`config.mk`:
```
export PLATFORM = sky130hd
export DESIGN_NAME = uart_cmd_top
export DESIGN_NICKNAME = d
export VERILOG_FILES = /design/src/logic/uart_pkg.sv /design/src/logic/cmd_pkg.sv /design/src/logic/uart_receiver.sv /design/src/logic/cmd_decoder.sv /design/src/logic/cmd_executor.sv /design/src/logic/uart_transmitter.sv /design/src/logic/uart_cmd_top.sv
export SDC_FILE = /design/constraint.sdc
export NUM_CORES = 1
export LEC_CHECK = 0
export BUFFER_PORTS_ARGS = -buffer_cell sky130_fd_sc_hd__clkbuf_2
export CAP_MARGIN = 20
export CORE_AREA = 2 2 115 117
export DETAILED_ROUTE_END_ITERATION = 7
export DIE_AREA = 0 0 117 119
export SLEW_MARGIN = 20
export SYNTH_ARGS = -nofsm -noshare
export SYNTH_HDL_FRONTEND = slang
export SYNTH_HIERARCHICAL = 1
export SYNTH_SLANG_ARGS = --single-unit
```
`constraint.sdc`:
```
create_clock -name clk -period 6.2 [get_ports clk]
set_clock_uncertainty 0.05 [all_clocks]
set_input_delay 0.62 -clock clk [delete_from_list [all_inputs] [get_ports clk]]
set_output_delay 0.62 -clock clk [all_outputs]
set_load 0.01 [all_outputs]
```
`src/logic/uart_pkg.sv`:
```
package uart_pkg;

	// Line settings used when the top level does not override them.
	parameter int DEFAULT_CLOCK_FREQ = 10000000;
	parameter int DEFAULT_BAUD_RATE = 9600;

	// Payload bits per character, no parity.
	parameter int DATA_BITS = 8;

endpackage

```
`src/logic/cmd_pkg.sv`:
```
package cmd_pkg;

	parameter int ACC_WIDTH = 8;

	// Opcode byte of a command frame. Values not listed are invalid.
	typedef enum logic [7:0] {
		LOAD = 8'h01,
		ADD = 8'h02,
		SUB = 8'h03,
		AND = 8'h04,
		OR = 8'h05,
		XOR = 8'h06,
		READ = 8'h07 // Operand ignored.
	} op_t;

endpackage

```
`src/logic/uart_receiver.sv`:
```
`timescale 1ns/10ps

module uart_receiver import uart_pkg::*; #(
	parameter int CLOCK_FREQ = DEFAULT_CLOCK_FREQ,
	parameter int BAUD_RATE = DEFAULT_BAUD_RATE
) (
	input logic clk,
	input logic nRst,
	input logic enable,
	input logic rx,
	output logic [DATA_BITS-1:0] data,
	output logic ready
);

	localparam int CYCLES_PER_BIT = CLOCK_FREQ / BAUD_RATE;
	localparam int CNT_W = $clog2(CYCLES_PER_BIT);
	localparam logic [3:0] STOP_SLOT = 4'(DATA_BITS + 1);

	logic receiving;
	logic [3:0] bit_cnt;
	logic [CNT_W-1:0] baud_cnt;
	logic [DATA_BITS-1:0] shift_reg;
	logic half_tick;
	logic bit_tick;

	// Middle of the start bit.
	assign half_tick = receiving && (bit_cnt == 4'd0) &&
		(baud_cnt == CNT_W'(CYCLES_PER_BIT / 2 - 1));

	// Middle of a data bit or of the stop slot.
	assign bit_tick = receiving && (bit_cnt != 4'd0) &&
		(baud_cnt == CNT_W'(CYCLES_PER_BIT - 1));

	// Baud counter only runs during a character.
	always_ff @(posedge clk or negedge nRst) begin
		if (!nRst) begin
			baud_cnt <= '0;
		end else if (!enable || !receiving || half_tick || bit_tick) begin
			baud_cnt <= '0;
		end else begin
			baud_cnt <= baud_cnt + 1'b1;
		end
	end

	always_ff @(posedge clk or negedge nRst) begin
		if (!nRst) begin
			receiving <= 1'b0;
			bit_cnt <= '0;
			data <= '0;
			ready <= 1'b0;
		end else if (!enable) begin
			receiving <= 1'b0;
			bit_cnt <= '0;
			data <= '0;
			ready <= 1'b0;
		end else begin
			ready <= 1'b0;
			if (!receiving) begin
				if (!rx) begin
					receiving <= 1'b1; // Falling edge may be a start bit.
					bit_cnt <= '0;
				end
			end else if (half_tick) begin
				if (rx) begin
					receiving <= 1'b0; // Line back high means a glitch.
				end else begin
					bit_cnt <= 4'd1;
				end
			end else if (bit_tick) begin
				if (bit_cnt == STOP_SLOT) begin
					data <= shift_reg;
					ready <= 1'b1;
					receiving <= 1'b0;
					bit_cnt <= '0;
				end else begin
					bit_cnt <= bit_cnt + 1'b1;
				end
			end
		end
	end

	// LSB arrives first and ends up at bit 0.
	always_ff @(posedge clk) begin
		if (bit_tick && (bit_cnt != STOP_SLOT)) begin
			shift_reg <= {rx, shift_reg[DATA_BITS-1:1]};
		end
	end

endmodule

```
`src/logic/cmd_decoder.sv`:
```
`timescale 1ns/10ps

module cmd_decoder import cmd_pkg::*; (
	input logic clk,
	input logic nRst,
	input logic enable,
	input logic [7:0] rx_data,
	input logic rx_ready,
	output op_t cmd_op,
	output logic [7:0] cmd_operand,
	output logic cmd_valid
);

	typedef enum logic {
		WAIT_OP,
		WAIT_ARG
	} state_t;

	state_t state;
	logic [7:0] op_byte;

	function automatic logic is_valid_op(input logic [7:0] code);
		case (code)
			LOAD, ADD, SUB, AND, OR, XOR, READ: is_valid_op = 1'b1;
			default: is_valid_op = 1'b0;
		endcase
	endfunction

	always_ff @(posedge clk or negedge nRst) begin
		if (!nRst) begin
			state <= WAIT_OP;
			cmd_valid <= 1'b0;
		end else if (!enable) begin
			state <= WAIT_OP; // Half a frame is thrown away.
			cmd_valid <= 1'b0;
		end else begin
			cmd_valid <= 1'b0;
			if (rx_ready) begin
				case (state)
					WAIT_OP: state <= WAIT_ARG;
					WAIT_ARG: begin
						state <= WAIT_OP;
						cmd_valid <= is_valid_op(op_byte); // Bad opcode, no pulse.
					end
					default: state <= WAIT_OP;
				endcase
			end
		end
	end

	always_ff @(posedge clk) begin
		if (rx_ready && (state == WAIT_OP)) begin
			op_byte <= rx_data;
		end
		if (rx_ready && (state == WAIT_ARG)) begin
			cmd_op <= op_t'(op_byte);
			cmd_operand <= rx_data;
		end
	end

endmodule

```
`src/logic/cmd_executor.sv`:
```
`timescale 1ns/10ps

module cmd_executor import cmd_pkg::*; (
	input logic clk,
	input logic nRst,
	input op_t cmd_op,
	input logic [ACC_WIDTH-1:0] cmd_operand,
	input logic cmd_valid,
	output logic [ACC_WIDTH-1:0] result,
	output logic result_valid
);

	logic [ACC_WIDTH-1:0] acc;
	logic [ACC_WIDTH-1:0] next_acc;

	// Sums and differences drop the carry, so they wrap.
	always_comb begin
		case (cmd_op)
			LOAD: next_acc = cmd_operand;
			ADD: next_acc = acc + cmd_operand;
			SUB: next_acc = acc - cmd_operand;
			AND: next_acc = acc & cmd_operand;
			OR: next_acc = acc | cmd_operand;
			XOR: next_acc = acc ^ cmd_operand;
			READ: next_acc = acc;
			default: next_acc = acc;
		endcase
	end

	always_ff @(posedge clk or negedge nRst) begin
		if (!nRst) begin
			acc <= '0;
			result_valid <= 1'b0;
		end else begin
			result_valid <= cmd_valid;
			if (cmd_valid) begin
				acc <= next_acc;
			end
		end
	end

	assign result = acc; // Reply always carries the new value.

endmodule

```
`src/logic/uart_transmitter.sv`:
```
`timescale 1ns/10ps

module uart_transmitter import uart_pkg::*; #(
	parameter int CLOCK_FREQ = DEFAULT_CLOCK_FREQ,
	parameter int BAUD_RATE = DEFAULT_BAUD_RATE
) (
	input logic clk,
	input logic nRst,
	input logic [DATA_BITS-1:0] data,
	input logic start,
	output logic tx,
	output logic busy
);

	localparam int CYCLES_PER_BIT = CLOCK_FREQ / BAUD_RATE;
	localparam int CNT_W = $clog2(CYCLES_PER_BIT);
	localparam logic [3:0] STOP_SLOT = 4'(DATA_BITS + 1);

	logic [CNT_W-1:0] baud_cnt;
	logic [3:0] bit_cnt;
	logic [DATA_BITS:0] shift_reg;
	logic bit_done;

	assign bit_done = busy && (baud_cnt == CNT_W'(CYCLES_PER_BIT - 1));

	always_ff @(posedge clk or negedge nRst) begin
		if (!nRst) begin
			baud_cnt <= '0;
		end else if (!busy || bit_done) begin
			baud_cnt <= '0;
		end else begin
			baud_cnt <= baud_cnt + 1'b1;
		end
	end

	always_ff @(posedge clk or negedge nRst) begin
		if (!nRst) begin
			tx <= 1'b1;
			busy <= 1'b0;
			bit_cnt <= '0;
		end else if (!busy) begin
			if (start) begin
				tx <= 1'b0; // Start bit goes out at once.
				busy <= 1'b1;
				bit_cnt <= '0;
			end
		end else if (bit_done) begin
			if (bit_cnt == STOP_SLOT) begin
				busy <= 1'b0; // End of the stop bit.
				tx <= 1'b1;
			end else begin
				tx <= shift_reg[0];
				bit_cnt <= bit_cnt + 1'b1;
			end
		end
	end

	// Data bits LSB first, then the stop bit shifted in from the top.
	always_ff @(posedge clk) begin
		if (!busy && start) begin
			shift_reg <= {1'b1, data};
		end else if (bit_done && (bit_cnt != STOP_SLOT)) begin
			shift_reg <= {1'b1, shift_reg[DATA_BITS:1]};
		end
	end

endmodule

```
`src/logic/uart_cmd_top.sv`:
```
`timescale 1ns/10ps

module uart_cmd_top import uart_pkg::*, cmd_pkg::*; #(
	parameter int CLOCK_FREQ = DEFAULT_CLOCK_FREQ,
	parameter int BAUD_RATE = DEFAULT_BAUD_RATE
) (
	input logic clk,
	input logic nRst,
	input logic enable,
	input logic rx,
	output logic tx,
	output logic busy
);

	logic [7:0] rx_data;
	logic rx_ready;
	op_t cmd_op;
	logic [7:0] cmd_operand;
	logic cmd_valid;
	logic [7:0] result;
	logic result_valid;

	uart_receiver #(
		.CLOCK_FREQ(CLOCK_FREQ),
		.BAUD_RATE(BAUD_RATE)
	) u_receiver (
		.clk(clk),
		.nRst(nRst),
		.enable(enable),
		.rx(rx),
		.data(rx_data),
		.ready(rx_ready)
	);

	cmd_decoder u_decoder (
		.clk(clk),
		.nRst(nRst),
		.enable(enable),
		.rx_data(rx_data),
		.rx_ready(rx_ready),
		.cmd_op(cmd_op),
		.cmd_operand(cmd_operand),
		.cmd_valid(cmd_valid)
	);

	cmd_executor u_executor (
		.clk(clk),
		.nRst(nRst),
		.cmd_op(cmd_op),
		.cmd_operand(cmd_operand),
		.cmd_valid(cmd_valid),
		.result(result),
		.result_valid(result_valid)
	);

	// Reply is sent without a handshake, frames are longer than replies.
	uart_transmitter #(
		.CLOCK_FREQ(CLOCK_FREQ),
		.BAUD_RATE(BAUD_RATE)
	) u_transmitter (
		.clk(clk),
		.nRst(nRst),
		.data(result),
		.start(result_valid),
		.tx(tx),
		.busy(busy)
	);

endmodule

```
* Yosys cells after proc, flatten, opt, wreduce, memory -nomap -nowiden
Cells that the tools add are included.
** Operators by class
- Bitwise operators :: 4
- Shift-type cells :: 0
- Multipliers :: 0
- $lt $le $gt $ge :: 0
- Reductions and logical operators :: 28
- Add/subtract/negate cells :: 6
- Equality and inequality tests :: 30
- Mux-type cells :: 47
- Div/mod/pow operators :: 0
** Operators by type and width (number)
- == test 8 x 3 -> 1 bit (second input constant) :: 7
- two-way mux 8 bit :: 7
- case mux 8 bit (6 select lines) :: 1
- two-way mux 4 bit :: 11
- == test 8 x 2 -> 1 bit (second input constant) :: 4
- two-way mux 1 bit :: 25
- adder 11 x 1 -> 11 bit (second input constant) :: 2
- == test 11 bit (second input constant) :: 2
- two-way mux 11 bit :: 2
- == test 8 x 1 -> 1 bit (second input constant) :: 2
- != test 4 bit (second input constant) :: 3
- == test 11 x 10 -> 1 bit (second input constant) :: 1
- logical AND 1 bit :: 10
- adder 4 x 1 -> 4 bit (second input constant) :: 2
- adder 8 bit :: 1
- AND 8 bit :: 1
- == test 4 bit (second input constant) :: 2
- != test 2 x 1 -> 1 bit (second input constant) :: 4
- bitwise OR 8 bit :: 1
- subtractor 8 bit :: 1
- bitwise XOR 8 bit :: 1
- OR reduction 7 bit :: 1
- != test 2 bit (second input constant) :: 3
- AND reduction 3 bit :: 2
- 12 further kinds :: 19
** Storage, ports and cells
- Latch bits :: 0
- Input port bits :: 4
- Memories kept :: 0
- Bits in writable memories :: 0
- Register bits after elaboration :: 93
- ROM bits :: 0

* Logic depth before layout (Yosys ltp)
- Depth in word-level cells :: 7
- Gate-level depth with buffers :: 13
- Gate-level depth less buffers :: 11

* Hierarchy
Netlist, hierarchy kept.
** By module, submodules not included
- uart_receiver :: cells each 120, area an instance 1481.4 µm², instances 1
- cmd_executor :: cells each 176, area an instance 1427.6 µm², instances 1
- uart_transmitter :: cells each 125, area an instance 1249.9 µm², instances 1
- cmd_decoder :: cells each 34, area an instance 823.3 µm², instances 1

* Least setup slack after synthesis
OpenSTA, ideal clock, no wires.
- Path kind :: register -> register
- From :: register u_decoder.cmd_op[5]
- To :: register u_executor.acc[4], in the netlist u_executor/result[4]
- Stages on the path, launching flop included :: 12
- Arrival time :: 2.500 ns
- Path slack :: 3.520 ns
- Required time :: 6.020 ns
- Clock period less this slack :: 2.680 ns
- Path through :: edfxtp_1 nor4_1 and4b_1 buf_6 mux2_2 fa_1 nor2b_1 o21a_1 nor2_1 xnor2_1 a222oi_1 o21ai_0
** On the way
- Longest elaborated chain between the ends :: 3
- Elaborated cells on any way between the ends :: 9
** Ends and longest elaborated chain
- start: declaration :: RTL line cmd_decoder.sv:9 : output op_t cmd_op,
- start signal: assignment :: RTL line cmd_decoder.sv:56 : cmd_op <= op_t'(op_byte);
- == test 8 x 1 -> 1 bit, or another cell as far along :: RTL line cmd_executor.sv:18 : case (cmd_op)
- nonzero test 6 bit (no line)
- AND reduction 2 bit (no line)
- end signal: assignment :: RTL line cmd_executor.sv:37 : acc <= next_acc;
- end: declaration :: RTL line cmd_executor.sv:13 : logic [ACC_WIDTH-1:0] acc;
Several ways; a longest one is shown, not always the timed one.
A chain may end at the register's enable or synchronous reset.

* Final worst setup path
- From :: register u_decoder.cmd_op[1]
- To :: register u_executor.acc[5], in the netlist u_executor/result[5]
Same word-level chain as after synthesis.

==> out/results.txt <==
routed length on met2 = 4.39 mm
Routed met3 length = 321 um
number of levels the H-tree was split into = 3
Filler Cell Count = 1,239
post-route worst hold slack = 0.361 ns
maximum clock path buffer count = 2
final instance count without filler cells = 640
post-route core utilization = 0.424
library cell with the largest summed area after synthesis = sky130_fd_sc_hd__dfrtp_1
top area cells in the synthesized netlist = sky130_fd_sc_hd__dfrtp_1 (26%), sky130_fd_sc_hd__edfxtp_1 (24%), sky130_fd_sc_hd__ha_1 (8.3%)
Worst Hold Class = in2async
floorplan die width = 117 um
top layer reached by signal wires = met4
antenna violations before repair = 0
sum of negative setup slack = 0 ns
switching part of the total power = 0.208
num ports = 6
proportion of layout cells with a drive suffix above 1 = 0.0905
per-instance average area after synthesis = 11.0 sq um
post-synth cell types = 66
Synthesized Nets = 493
Max Freq = 0.259 GHz
first-pass GRT wire length = 15.9 mm
wire length per cell after detailed routing = 14.3 um
Clk Latency, worst-skew pair = 0.33 ns
Port Buf Inserts = 5
All-Layer GR Usage = 0.144
outcome = completed
post-synthesis sequential area ratio = 0.508
Power per Cell Area = 222 nW/um^2
shortest clock period the worst path allows after layout = 3.86 ns
setup repair after global routing missed its margin = false
number of nets in the layout = 497
CTS tree = built
logic gate share of total power = 0.021
count of flip-flops with a built-in enable after synthesis = 40
multi-input combinational cell area = 2250 sq um
net switching component of the power = 252 uW
number of routed nets with antenna violations = 0
hold-fix buffer count after cts = 0
placeable core region = 12,900 sq um
kind of critical path = reg2reg
sequential cell fraction of total power = 0.530
Detailed Route WL = 9.14 mm
share of flip-flops with an asynchronous set or reset = 0.570
Die Y-Extent = 119 um
first drt pass iteration count = 4
Power Internal = 962 uW
max-slew headroom at the worst pin = 0.457
post-cts gate resize count = 0
area share of the largest cell type after synthesis = 0.261
Inserted Clock Buffers = 9
Max Fanout on Critical Path = 19
Static Leak = 2.23 nW
post-CTS repair timing setup buffer count = 0
routed length on met1 = 4.39 mm
Max rail drop VDD = 0.145 mV
synthesized instance count = 455
total vias in the final route = 3,311
sequential standard cell area = 2530 sq um
required time of the worst setup path = 6.33 ns
Crit. End Element = flop
first-iteration detailed-routing DRC count = 223
count of final setup violators = 0
Maximum Capacitance Violations = 0
total power draw = 1.21 mW
Synthesis Warnings = 6
clock network fraction of design power = 0.449
netlist area before placement = 4980 sq um
Pins Over Slew Limit = 0
vias in the first global route = 3,266
number of remaining DRC errors = 0
CP startpoint kind = flop
most used standard cell by instance count after synthesis = sky130_fd_sc_hd__dfrtp_1
top flip-flop cell by instance count after synthesis = sky130_fd_sc_hd__dfrtp_1
ratio of final minimum period to clock period = 0.622
number of storage elements in the synthesis netlist = 93
row count = 42
largest net degree at the start of global routing = 54
pin slew with the least headroom to its limit = 0.811 ns
CTS clk-pin slew, worst paths = 0.06 ns
Via-to-Cell Ratio = 5.17
last weighted congestion value of the routability-driven placer = 0.870
largest registers = u_receiver/baud_cnt x11, u_transmitter/baud_cnt x11
number of failing hold endpoints at the final stage = 0
floorplan die area = 13,900 sq um
antenna diode instance count = 0
Congestion Overflow GR = 0
endpoint arrival time on the critical path = 3.99 ns
ranking of synthesized cells by instance count = sky130_fd_sc_hd__dfrtp_1 (52), sky130_fd_sc_hd__nand2_1 (43), sky130_fd_sc_hd__edfxtp_1 (40), sky130_fd_sc_hd__nor2_1 (38), sky130_fd_sc_hd__inv_1 (34)
number of sinks on the clock net = 93
clock root cell = sky130_fd_sc_hd__clkbuf_16
Placed Cells incl. Taps = 624
half-perimeter wire length of the detailed placement result = 6.38 mm
Initial Util = 0.387
signed area change from the synthesized netlist to the final layout = 9.54%
## power by group through the flow
| stage | clock network (mW) | registers (mW) | logic (mW) |
|---|---|---|---|
| floorplan | 0 | 0.655 | 0.0135 |
| global placement | 0 | 0.656 | 0.0256 |
| detailed placement | 0 | 0.656 | 0.0261 |
| CTS | 0.566 | 0.644 | 0.0261 |
| global route | 0.590 | 0.644 | 0.0298 |
| finish | 0.545 | 0.644 | 0.0251 |
## metrics by stage
step                      worst slack [ns]  instance area, sq um
after floorplan                       3.52                  4980
after global placement                2.53                  5160
after detailed placement              2.42                  5160
after CTS                             2.42                  5460
after global routing                  2.01                  5460
final                                 2.34                  5460
## layout by cell type (no fill, tap or decap), types with 8 or more instances in the layout
cell type / count
sky130_fd_sc_hd__a22o_1: 8
sky130_fd_sc_hd__nand2_1: 43
sky130_fd_sc_hd__clkbuf_16: 9
sky130_fd_sc_hd__nor2b_1: 10
sky130_fd_sc_hd__nand3_1: 16
sky130_fd_sc_hd__dfrtp_1: 52
sky130_fd_sc_hd__ha_1: 33
sky130_fd_sc_hd__xnor2_1: 18
sky130_fd_sc_hd__a21oi_1: 14
sky130_fd_sc_hd__inv_1: 34
sky130_fd_sc_hd__xor2_1: 10
sky130_fd_sc_hd__o21ai_0: 13
sky130_fd_sc_hd__edfxtp_1: 40
sky130_fd_sc_hd__nor2_1: 38
## worst max-delay path, stage by stage (launching register included)
cell                       delay [ns]
sky130_fd_sc_hd__edfxtp_1        0.78
sky130_fd_sc_hd__nor2b_1         0.68
sky130_fd_sc_hd__and4b_1         0.45
sky130_fd_sc_hd__mux2_2          0.40
sky130_fd_sc_hd__inv_1           0.06
sky130_fd_sc_hd__ha_1            0.21
sky130_fd_sc_hd__nor2b_1         0.12
sky130_fd_sc_hd__o21ai_0         0.19
sky130_fd_sc_hd__o21ai_0         0.17
sky130_fd_sc_hd__xor2_1          0.18
sky130_fd_sc_hd__a211oi_1        0.28
sky130_fd_sc_hd__a221oi_1        0.11
## layout make-up
class,instances,share of cell area
timing repair buffer,6,0.00596
clock inverter,7,0.0135
tap,176,0.0403
inverter,34,0.0234
sequential,93,0.463
clock buffer,9,0.0413
multi-input combinational,315,0.412
## final timing paths
kind	from	endpoint	slack (ns)	depth (start not counted)
min reg2reg	u_decoder/op_byte[6]	u_decoder/cmd_op[6]	0.39	0
max	u_decoder/cmd_op[1]	u_executor/result[5]	2.34	11
min	nRst	u_executor/result[6]	0.36	2
max reg2reg	u_decoder/cmd_op[1]	u_executor/result[5]	2.34	11
min in group clk	u_decoder/op_byte[6]	u_decoder/cmd_op[6]	0.39	0
max in group asynchronous	nRst	u_transmitter/baud_cnt[0]	5.26	2
## cell families (layout without fill, tap and decap cells)
kind of cell	count (synthesis)	after routing	synth area share
AO/OA/AOI/OAI	81	81	0.120
XOR/XNOR	29	29	0.0525
adder cells (fa/ha/maj)	34	34	0.0869
buffers and inverters	47	56	0.0409
flip-flops	93	93	0.508
multiplexers	8	8	0.0166
AND/OR/NAND/NOR	163	163	0.176
## metal layers
metal,GRT usage,up-vias
li1,-,1649
met5,0,-
met1,0.195,1594
met2,0.227,64
met4,0.0375,0
met3,0.0417,4
Power figures use the tool's default switching activity.
